<file path="src/design/hazardPkg.sv">
package hazardPkg;

	////////////////////////////////////////
	// Instruction field layout
	////////////////////////////////////////
	localparam int INSTR_W = 32;
	localparam int REG_W   = 5;
	localparam int OP_W    = 6;

	localparam int OP_POS = 26;
	localparam int RS_POS = 21;
	localparam int RT_POS = 16;
	localparam int RD_POS = 11;
	localparam int FN_POS = 0;

	localparam logic [REG_W-1:0] LINK_REG = 5'd31;

	// Primary opcodes
	localparam logic [OP_W-1:0] OP_RTYPE = 6'h00;
	localparam logic [OP_W-1:0] OP_J     = 6'h02;
	localparam logic [OP_W-1:0] OP_JAL   = 6'h03;
	localparam logic [OP_W-1:0] OP_BEQ   = 6'h04;
	localparam logic [OP_W-1:0] OP_BNE   = 6'h05;
	localparam logic [OP_W-1:0] OP_ADDI  = 6'h08;
	localparam logic [OP_W-1:0] OP_ANDI  = 6'h0c;
	localparam logic [OP_W-1:0] OP_ORI   = 6'h0d;
	localparam logic [OP_W-1:0] OP_LUI   = 6'h0f;
	localparam logic [OP_W-1:0] OP_LB    = 6'h20;
	localparam logic [OP_W-1:0] OP_LH    = 6'h21;
	localparam logic [OP_W-1:0] OP_LW    = 6'h23;
	localparam logic [OP_W-1:0] OP_SB    = 6'h28;
	localparam logic [OP_W-1:0] OP_SH    = 6'h29;
	localparam logic [OP_W-1:0] OP_SW    = 6'h2b;

	// R-type function codes
	localparam logic [OP_W-1:0] FN_JR    = 6'h08;
	localparam logic [OP_W-1:0] FN_MFHI  = 6'h10;
	localparam logic [OP_W-1:0] FN_MTHI  = 6'h11;
	localparam logic [OP_W-1:0] FN_MFLO  = 6'h12;
	localparam logic [OP_W-1:0] FN_MTLO  = 6'h13;
	localparam logic [OP_W-1:0] FN_MULT  = 6'h18;
	localparam logic [OP_W-1:0] FN_MULTU = 6'h19;
	localparam logic [OP_W-1:0] FN_DIV   = 6'h1a;
	localparam logic [OP_W-1:0] FN_DIVU  = 6'h1b;
	localparam logic [OP_W-1:0] FN_ADD   = 6'h20;
	localparam logic [OP_W-1:0] FN_SUB   = 6'h22;
	localparam logic [OP_W-1:0] FN_AND   = 6'h24;
	localparam logic [OP_W-1:0] FN_OR    = 6'h25;
	localparam logic [OP_W-1:0] FN_SLT   = 6'h2a;
	localparam logic [OP_W-1:0] FN_SLTU  = 6'h2b;
	// Branch on rs equal zero and link, resolved in D
	localparam logic [OP_W-1:0] FN_BEZAL = 6'h2c;

	////////////////////////////////////////
	// Pipeline timing
	////////////////////////////////////////
	localparam int TIME_W = 2;

	localparam logic [TIME_W-1:0] TNEW_NOW  = 2'd0;
	localparam logic [TIME_W-1:0] TNEW_ALU  = 2'd1;
	localparam logic [TIME_W-1:0] TNEW_LOAD = 2'd2;

	localparam logic [TIME_W-1:0] TUSE_BRANCH = 2'd0;
	localparam logic [TIME_W-1:0] TUSE_ALU    = 2'd1;
	localparam logic [TIME_W-1:0] TUSE_STORE  = 2'd2;
	localparam logic [TIME_W-1:0] TUSE_NONE   = 2'd3;

	// Forward mux selects for the D-stage operands
	localparam int FWD_W = 2;
	localparam logic [FWD_W-1:0] FWD_REGFILE = 2'd0;
	localparam logic [FWD_W-1:0] FWD_FROM_M  = 2'd1;
	localparam logic [FWD_W-1:0] FWD_FROM_E  = 2'd2;

	////////////////////////////////////////
	// APB register map
	////////////////////////////////////////
	localparam int APB_ADDR_W = 8;
	localparam int APB_DATA_W = 32;
	localparam int CNT_W      = 32;

	localparam logic [APB_ADDR_W-1:0] ADDR_CTRL     = 8'h00;
	localparam logic [APB_ADDR_W-1:0] ADDR_STALLCNT = 8'h04;
	localparam logic [APB_ADDR_W-1:0] ADDR_ID       = 8'h08;

	localparam logic [APB_DATA_W-1:0] HAZARD_ID = 32'h4841_5a31;

endpackage

</file>
<file path="src/design/hazardRegs.sv">
`timescale 1ns/10ps

module hazardRegs import hazardPkg::*; (
	input  logic                  clk,
	input  logic                  rst,
	input  logic                  psel,
	input  logic                  penable,
	input  logic                  pwrite,
	input  logic [APB_ADDR_W-1:0] paddr,
	input  logic [APB_DATA_W-1:0] pwdata,
	output logic [APB_DATA_W-1:0] prdata,
	input  logic                  stall,
	output logic                  fwdEnable
);

	logic             wrAccess;
	logic             rdAccess;
	logic             ctrlFwd;
	logic [CNT_W-1:0] stallCnt;

	// Write commits at the edge closing the access phase
	assign wrAccess = psel && penable && pwrite;
	assign rdAccess = psel && !pwrite;

	////////////////////////////////////////
	// CTRL
	////////////////////////////////////////
	always_ff @(posedge clk) begin
		if (rst) begin
			ctrlFwd <= 1'b1;
		end else if (wrAccess && paddr == ADDR_CTRL) begin
			ctrlFwd <= pwdata[0];
		end
	end

	assign fwdEnable = ctrlFwd;

	////////////////////////////////////////
	// STALLCNT
	////////////////////////////////////////
	always_ff @(posedge clk) begin
		if (rst) begin
			stallCnt <= '0;
		end else if (wrAccess && paddr == ADDR_STALLCNT) begin
			// Any write clears, even in a stall cycle
			stallCnt <= '0;
		end else if (stall && stallCnt != '1) begin
			stallCnt <= stallCnt + 1'b1;
		end
	end

	////////////////////////////////////////
	// Read mux
	////////////////////////////////////////
	always_comb begin
		prdata = '0;
		if (rdAccess) begin
			case (paddr)
				ADDR_CTRL: begin
					prdata = {{(APB_DATA_W-1){1'b0}}, ctrlFwd};
				end
				ADDR_STALLCNT: begin
					prdata = APB_DATA_W'(stallCnt);
				end
				ADDR_ID: begin
					prdata = HAZARD_ID;
				end
				// Holes in the map read as zero
				default: begin
					prdata = '0;
				end
			endcase
		end
	end

endmodule

</file>
<file path="src/design/hazardTop.sv">
`timescale 1ns/10ps

module hazardTop import hazardPkg::*; (
	input  logic                  clk,
	input  logic                  rst,
	// Pipeline side
	input  logic [INSTR_W-1:0]    instrD,
	input  logic [INSTR_W-1:0]    instrE,
	input  logic [INSTR_W-1:0]    instrM,
	input  logic                  judgeE,
	input  logic                  judgeM,
	output logic                  stall,
	output logic [FWD_W-1:0]      fwdRs,
	output logic [FWD_W-1:0]      fwdRt,
	// APB side
	input  logic                  psel,
	input  logic                  penable,
	input  logic                  pwrite,
	input  logic [APB_ADDR_W-1:0] paddr,
	input  logic [APB_DATA_W-1:0] pwdata,
	output logic [APB_DATA_W-1:0] prdata
);

	logic [REG_W-1:0]  rsReg;
	logic [REG_W-1:0]  rtReg;
	logic [TIME_W-1:0] tuseRs;
	logic [TIME_W-1:0] tuseRt;
	logic [REG_W-1:0]  destE;
	logic [TIME_W-1:0] tnewE;
	logic [REG_W-1:0]  destM;
	logic [TIME_W-1:0] tnewM;
	logic              fwdEnable;

	operandUseDecode useDecode_i (
		.instr  (instrD),
		.rsReg  (rsReg),
		.rtReg  (rtReg),
		.tuseRs (tuseRs),
		.tuseRt (tuseRt)
	);

	// M runs the same table one cycle further along
	writeBackDecode #(.stageLag(0)) execDecode_i (
		.instr   (instrE),
		.judge   (judgeE),
		.destReg (destE),
		.tnew    (tnewE)
	);

	writeBackDecode #(.stageLag(1)) memDecode_i (
		.instr   (instrM),
		.judge   (judgeM),
		.destReg (destM),
		.tnew    (tnewM)
	);

	stallForwardLogic compare_i (
		.rsReg     (rsReg),
		.rtReg     (rtReg),
		.tuseRs    (tuseRs),
		.tuseRt    (tuseRt),
		.destE     (destE),
		.tnewE     (tnewE),
		.destM     (destM),
		.tnewM     (tnewM),
		.fwdEnable (fwdEnable),
		.stall     (stall),
		.fwdRs     (fwdRs),
		.fwdRt     (fwdRt)
	);

	hazardRegs regs_i (
		.clk       (clk),
		.rst       (rst),
		.psel      (psel),
		.penable   (penable),
		.pwrite    (pwrite),
		.paddr     (paddr),
		.pwdata    (pwdata),
		.prdata    (prdata),
		.stall     (stall),
		.fwdEnable (fwdEnable)
	);

endmodule

</file>
<file path="src/design/operandUseDecode.sv">
`timescale 1ns/10ps

module operandUseDecode import hazardPkg::*; (
	input  logic [INSTR_W-1:0] instr,
	output logic [REG_W-1:0]   rsReg,
	output logic [REG_W-1:0]   rtReg,
	output logic [TIME_W-1:0]  tuseRs,
	output logic [TIME_W-1:0]  tuseRt
);

	logic [OP_W-1:0] opcode;
	logic [OP_W-1:0] funct;

	assign opcode = instr[OP_POS +: OP_W];
	assign funct  = instr[FN_POS +: OP_W];

	// Register fields are passed on as-is; Tuse says if they are read
	assign rsReg = instr[RS_POS +: REG_W];
	assign rtReg = instr[RT_POS +: REG_W];

	always_comb begin
		tuseRs = TUSE_NONE;
		tuseRt = TUSE_NONE;
		case (opcode)
			OP_RTYPE: begin
				case (funct)
					FN_ADD, FN_SUB, FN_AND, FN_OR, FN_SLT, FN_SLTU: begin
						tuseRs = TUSE_ALU;
						tuseRt = TUSE_ALU;
					end
					FN_MULT, FN_MULTU, FN_DIV, FN_DIVU: begin
						tuseRs = TUSE_ALU;
						tuseRt = TUSE_ALU;
					end
					FN_JR: begin
						tuseRs = TUSE_BRANCH;
					end
					FN_MTHI, FN_MTLO, FN_BEZAL: begin
						tuseRs = TUSE_ALU;
					end
					// mfhi/mflo read no GPR
					default: begin
						tuseRs = TUSE_NONE;
						tuseRt = TUSE_NONE;
					end
				endcase
			end

			OP_BEQ, OP_BNE: begin
				tuseRs = TUSE_BRANCH;
				tuseRt = TUSE_BRANCH;
			end

			OP_ADDI, OP_ANDI, OP_ORI: begin
				tuseRs = TUSE_ALU;
			end

			// Base address goes through the ALU
			OP_LW, OP_LH, OP_LB: begin
				tuseRs = TUSE_ALU;
			end

			// Store data is only needed in M
			OP_SW, OP_SH, OP_SB: begin
				tuseRs = TUSE_ALU;
				tuseRt = TUSE_STORE;
			end

			// lui, j, jal and unknown codes read nothing
			default: begin
				tuseRs = TUSE_NONE;
				tuseRt = TUSE_NONE;
			end
		endcase
	end

endmodule

</file>
<file path="src/design/stallForwardLogic.sv">
`timescale 1ns/10ps

module stallForwardLogic import hazardPkg::*; (
	input  logic [REG_W-1:0]  rsReg,
	input  logic [REG_W-1:0]  rtReg,
	input  logic [TIME_W-1:0] tuseRs,
	input  logic [TIME_W-1:0] tuseRt,
	input  logic [REG_W-1:0]  destE,
	input  logic [TIME_W-1:0] tnewE,
	input  logic [REG_W-1:0]  destM,
	input  logic [TIME_W-1:0] tnewM,
	input  logic              fwdEnable,
	output logic              stall,
	output logic [FWD_W-1:0]  fwdRs,
	output logic [FWD_W-1:0]  fwdRt
);

	// Index 0 is rs, index 1 is rt
	logic [REG_W-1:0]  srcReg  [2];
	logic [TIME_W-1:0] srcTuse [2];
	logic [FWD_W-1:0]  srcFwd  [2];
	logic [1:0]        srcStall;

	assign srcReg[0]  = rsReg;
	assign srcReg[1]  = rtReg;
	assign srcTuse[0] = tuseRs;
	assign srcTuse[1] = tuseRt;

	////////////////////////////////////////
	// Per-operand check
	////////////////////////////////////////
	for (genvar i = 0; i < 2; i++) begin : gSrc
		logic matchE;
		logic matchM;
		logic isRead;

		assign isRead = (srcReg[i] != '0) && (srcTuse[i] != TUSE_NONE);
		assign matchE = isRead && (srcReg[i] == destE);
		assign matchM = isRead && (srcReg[i] == destM);

		always_comb begin
			srcStall[i] = 1'b0;
			srcFwd[i]   = FWD_REGFILE;
			if (!fwdEnable) begin
				// Without bypass every pending write must retire first
				srcStall[i] = matchE || matchM;
			end else if ((matchE && tnewE > srcTuse[i]) ||
				(matchM && tnewM > srcTuse[i])) begin
				srcStall[i] = 1'b1;
			end else if (matchE && tnewE == TNEW_NOW) begin
				// Youngest producer wins
				srcFwd[i] = FWD_FROM_E;
			end else if (matchM && tnewM == TNEW_NOW) begin
				srcFwd[i] = FWD_FROM_M;
			end
		end
	end

	assign stall = |srcStall;
	assign fwdRs = srcFwd[0];
	assign fwdRt = srcFwd[1];

endmodule

</file>
<file path="src/design/writeBackDecode.sv">
`timescale 1ns/10ps

module writeBackDecode import hazardPkg::*; #(
	parameter int stageLag = 0
) (
	input  logic [INSTR_W-1:0] instr,
	input  logic               judge,
	output logic [REG_W-1:0]   destReg,
	output logic [TIME_W-1:0]  tnew
);

	logic [OP_W-1:0]   opcode;
	logic [OP_W-1:0]   funct;
	logic [REG_W-1:0]  rt;
	logic [REG_W-1:0]  rd;
	logic [TIME_W-1:0] baseTnew;

	assign opcode = instr[OP_POS +: OP_W];
	assign funct  = instr[FN_POS +: OP_W];
	assign rt     = instr[RT_POS +: REG_W];
	assign rd     = instr[RD_POS +: REG_W];

	////////////////////////////////////////
	// Destination and Tnew as seen from E
	////////////////////////////////////////
	always_comb begin
		destReg  = '0;
		baseTnew = TNEW_NOW;
		case (opcode)
			OP_RTYPE: begin
				case (funct)
					FN_ADD, FN_SUB, FN_AND, FN_OR, FN_SLT, FN_SLTU: begin
						destReg  = rd;
						baseTnew = TNEW_ALU;
					end
					FN_MFHI, FN_MFLO: begin
						destReg  = rd;
						baseTnew = TNEW_ALU;
					end
					// Link only taken when the condition held
					FN_BEZAL: begin
						destReg  = judge ? LINK_REG : '0;
						baseTnew = TNEW_NOW;
					end
					// HI/LO writers and jr leave the register file alone
					FN_JR, FN_MULT, FN_MULTU, FN_DIV, FN_DIVU, FN_MTHI, FN_MTLO: begin
						destReg  = '0;
						baseTnew = TNEW_NOW;
					end
					default: begin
						destReg  = '0;
						baseTnew = TNEW_NOW;
					end
				endcase
			end

			OP_ORI, OP_ADDI, OP_ANDI, OP_LUI: begin
				destReg  = rt;
				baseTnew = TNEW_ALU;
			end

			OP_LW, OP_LH, OP_LB: begin
				destReg  = rt;
				baseTnew = TNEW_LOAD;
			end

			// PC+8 is already known
			OP_JAL: begin
				destReg  = LINK_REG;
				baseTnew = TNEW_NOW;
			end

			OP_SW, OP_SH, OP_SB, OP_J, OP_BEQ, OP_BNE: begin
				destReg  = '0;
				baseTnew = TNEW_NOW;
			end

			default: begin
				destReg  = '0;
				baseTnew = TNEW_NOW;
			end
		endcase
	end

	// Each stage further down the pipe brings the result one cycle closer
	assign tnew = (int'(baseTnew) > stageLag) ? TIME_W'(int'(baseTnew) - stageLag) : '0;

endmodule

</file>
<file path="config.mk">
export PLATFORM = sky130hd
export DESIGN_NAME = hazardTop
export DESIGN_NICKNAME = d
export VERILOG_FILES = /design/src/design/hazardPkg.sv /design/src/design/hazardRegs.sv /design/src/design/hazardTop.sv /design/src/design/operandUseDecode.sv /design/src/design/stallForwardLogic.sv /design/src/design/writeBackDecode.sv
export SDC_FILE = /design/constraint.sdc
export NUM_CORES = 1
export LEC_CHECK = 0
export BUFFER_PORTS_ARGS = -buffer_cell sky130_fd_sc_hd__buf_2
export CAP_MARGIN = 10
export CORE_ASPECT_RATIO = 1.75
export CORE_MARGIN = 2
export CORE_UTILIZATION = 35
export CTS_CLUSTER_DIAMETER = 40
export CTS_CLUSTER_SIZE = 8
export DETAILED_ROUTE_END_ITERATION = 6
export GPL_ROUTABILITY_DRIVEN = 0
export PLACE_DENSITY = 0.66
export RECOVER_POWER = 25
export REMOVE_ABC_BUFFERS = 1
export SKIP_CTS_REPAIR_TIMING = 1
export SLEW_MARGIN = 30
export SYNTH_ARGS = -nofsm -noshare
export SYNTH_HDL_FRONTEND = slang
export SYNTH_SLANG_ARGS = --single-unit
</file>
<file path="constraint.sdc">
create_clock -name clk -period 7.8 [get_ports clk]
set_clock_uncertainty 0.15 [all_clocks]
set_input_delay 1.56 -clock clk [delete_from_list [all_inputs] [get_ports clk]]
set_output_delay 1.56 -clock clk [all_outputs]
set_load 0.01 [all_outputs]
</file>
==> Flow_metrics.wiki <==
{| class="wikitable"
! Metric !! Value
|-
| Wire per inst || approximately 14 um
|-
| Clock insertion delay at the later pin of the skew report || 0.28 ns
|-
| Maximum level of the CTS H-tree || 2
|-
| Global-route wire length before repair || ~15 mm
|-
| Master of the slowest instance on the critical path || or4b_2
|-
| Initial Util || about 36%
|-
| Fraction of power spent switching nets || between 20% and 30%
|-
| Highest attainable clock frequency || 159 MHz
|-
| Remaining DRCs || 0
|-
| Layout Utilization || about 45%
|-
| Delay contributed by the slowest stage of the critical path || ~0.65 ns
|-
| Final setup viols || 0
|-
| Primary FF master, synth || dfxtp_1
|-
| Total iterations of the first detailed-routing run || 4
|-
| Footprint of the multi-input gates || between 0.002 and 0.0025 mm2
|-
| Iteration-0 DRC count of the detailed router || 110
|-
| Syn Std Cell Area || approximately 0.0032 mm2
|-
| Register area || 661 um2
|-
| Boundary Pins || 180
|-
| Largest fanout on the critical path || 15
|-
| Pin count of the biggest net entering global routing || 38
|-
| Post-synthesis register bit count || 33
|-
| Element type at the critical path start || primary input
|-
| Post-synthesis async set-or-reset flop share || 0%
|-
| Required @ worst endpoint || about 6.1 ns
|-
| Crit path from || instrM[27]
|-
| Clock root buffer || clkbuf_16
|-
| Number of global-route vias before repair || 3481
|-
| Arrival time worst endpoint || approximately 4.6 ns
|-
| GRT Overall Usage || 18.4%
|-
| Clock-pin slew on the worst setup and hold paths || about 0.05 ns
|-
| Leftover overflow at the end of global routing || 0
|-
| Status || complete, but fails checks
|-
| Worst Hold Launch || regs_i.stallCnt[28]
|-
| Power density over the cells || 109 mW/mm2
|-
| Area of the core region || approximately 0.009 mm2
|-
| Net count of the finished layout || roughly 700
|-
| Maximum number of buffers from clock root to sink || 2
|-
| Worst ir drop on vdd || 0.0000768 V
|-
| Top cell by count, worst path || buf_2
|-
| Layout cell share with drive strength beyond 1 || 22.9%
|-
| Number of failing hold endpoints at the final stage || 0
|-
| Rel. slew slack || -50.5%
|-
| Category of the most critical setup path || in -> out
|-
| Chain of cells forming the critical path || buf_2 -> or4b_2 -> a41oi_1 -> a21oi_1 -> o21ai_1 -> xor2_1 -> nor4_1 -> nand3_1 -> o22ai_1 -> o21ai_2 -> inv_1 -> buf_2
|-
| Count of clock tree sinks || 33
|-
| Synth Area per Inst || 7.20 um2
|-
| Number of warnings reported in the yosys synthesis log || 0
|-
| End point of the critical path || stall
|-
| Setup repair after global routing missed its margin || no
|-
| Combinational power share || 17.8%
|-
| Design internal power || 0.000322 W
|-
| Fraction of power consumed by sequential logic || between 30% and 40%
|-
| Count of flip-flops with a built-in enable after synthesis || 0
|-
| Library cells used by synthesis || between 60 and 70
|-
| Final period util || 80.5%
|-
| Number of diodes added for antenna fixing || 0
|-
| Height of the die || about 130 um
|-
| Final hold slack || approximately 0.35 ns
|-
| Row cnt || 46
|-
| Final-layout fill cell count || roughly 950
|-
| Class of the tightest hold or removal check || reg -> reg
|-
| Cells after synthesis || approximately 450
|-
| Leakage component of the power || 1.53 nW
|-
| Violated checks || capacitance limit, slew limit
|-
| Leading cell type in the layout, fill and taps excluded || buf_2
|-
| Worst r2r src || regs_i.stallCnt[2]
|-
| Worst flop-to-flop path endpoint || regs_i.stallCnt[4]
|-
| Detailed-route vias per instance || about 5.4
|-
| Transition time at the pin with the least slew margin || ~2.2 ns
|-
| Final HPWL from detailed placement || between 7 and 8 mm
|-
| Clock tree from TritonCTS || built
|-
| Clock buffers created by TritonCTS || 5
|-
| Count of port buffers added during placement || 118
|-
| Setup slack on the worst flop-to-flop path || a little over 4 ns
|-
| Initial antenna violation count || 0
|-
| Fin Setup TNS || 0 ns
|-
| Vias || around 3700
|-
| Kind of end point of the critical path || output pin
|-
| Final Critical Period || 6.28 ns
|-
| Aggregate routed wire length || approximately 9.6 mm
|-
| Die Area || ~0.01 mm2
|-
| Register area share after synthesis || around a fifth
|-
| Antenna Violating Nets Remaining || 0
|-
| Max-cap violations || 1
|-
| Fraction of power consumed by the clock network || a little over two fifths
|-
| Width of the die || around 76 um
|-
| Commonest non-fill, non-tap cells in the layout || buf_2 (108), a21oi_1 (42), nand2_1 (40), dfxtp_1 (33), nor2_1 (25)
|-
| P_sw || between 0.0001 and 0.00015 W
|-
| Synth-to-Final Area Change || 24.6%
|-
| Worst R2R Path Depth || 8
|-
| Final Slew Violations || 38
|}
==> sequential cells by signal (all words and copies together), names as in the netlist <==
register,cells
regs_i.stallCnt,32
regs_i.fwdEnable,1
==> power by group through the flow <==
stage	Combinational [W]	Sequential, W	Clock [W]
3_5_place_dp	0.0000776	0.000172	0
5_1_grt	0.0000859	0.000169	0.000198
4_1_cts	0.0000779	0.000169	0.000192
6_report	0.0000775	0.000169	0.000189
2_1_floorplan	0.0000377	0.000172	0
3_3_place_gp	0.0000741	0.000172	0
==> logic make-up (layout without fill, tap and decap cells) <==
kind of cell | count (synthesis) | in the layout | share of synthesized area, %
other | 1 | 2 | 0.117
adder cells (fa/ha/maj) | 9 | 9 | 3.51
buffers and inverters | 33 | 146 | 4.29
multiplexers | 1 | 1 | 0.351
AND/OR/NAND/NOR | 216 | 216 | 38.0
flip-flops | 33 | 33 | 20.6
XOR/XNOR | 23 | 23 | 6.27
AO/OA/AOI/OAI | 130 | 130 | 26.9
==> worst max-delay path: cells and delay by family <==
family                    cells  cell delay [ns]
xor gates and xnor gates      1             0.11
and+or+nand+nor               3             1.14
AOI/OAI and AO/OA             5             1.37
buffers and inverters         3             0.37
==> how the worst min path moves through the flow <==
stage	end	slack, ns	cells past startpoint
floorplan	regs_i.stallCnt[26]	0.31	2
global placement	regs_i.stallCnt[28]	0.32	2
detailed placement	regs_i.stallCnt[10]	0.34	2
CTS	regs_i.stallCnt[10]	0.35	2
global route	regs_i.stallCnt[28]	0.38	2
finish	regs_i.stallCnt[28]	0.35	2
==> layer usage <==
layer | share of wire [%] | wire, um | vias up | GRT usage [%]
met5 | 0 | 0 | - | 0
met4 | 3.5 | 331 | 0 | 8.77
met3 | 4.9 | 469 | 19 | 3.71
met2 | 55 | 5240 | 106 | 38.4
met1 | 37 | 3520 | 1679 | 16.5
li1 | - | - | 1891 | -
==> final cells by class <==
type                    instances  share of cell area (%)
well taps                     120                    3.75
clock buffers                   8                    3.41
inverters                      19                    1.78
multi-input cells             381                    60.0
repair buffers                119                    14.5
flip-flops and latches         33                    16.5
==> synth_stat cells (6+ instances only) <==
cell | n | area share [%]
inv_1 | 19 | 2.2
and3_1 | 8 | 1.6
o31ai_1 | 8 | 1.9
nand3_1 | 17 | 2.6
ha_1 | 9 | 3.5
or4_1 | 14 | 3.3
dfxtp_1 | 33 | 21
nor3_1 | 8 | 1.2
o211ai_1 | 7 | 1.6
or3_1 | 14 | 2.7
nand4_1 | 6 | 1.2
nor4_1 | 17 | 3.3
nor2_1 | 25 | 2.9
o21ai_0 | 21 | 3.3
xor2_1 | 15 | 4.1
and2_1 | 22 | 4.3
nand2b_1 | 9 | 1.8
o21ai_1 | 11 | 1.7
clkbuf_1 | 8 | 0.94
xnor2_1 | 8 | 2.2
o21a_1 | 9 | 2.1
nor2b_1 | 13 | 2.5
nor3b_1 | 7 | 1.6
nand2_1 | 40 | 4.7
a21oi_1 | 42 | 6.5
==> per-stage QoR <==
stage / setup WS [ns] / instance area (um2) / cells / power (W)
finish: 1.52 / 4000 / 680 / 0.000435
CTS: 1.54 / 4040 / 680 / 0.000439
detailed placement: 1.55 / 3910 / 672 / 0.000250
global placement: 1.64 / 3900 / 672 / 0.000246
global route: 1.15 / 4000 / 680 / 0.000453
floorplan: 2.11 / 3150 / 433 / 0.000210
No activity file was read; power rests on OpenSTA's default activity.
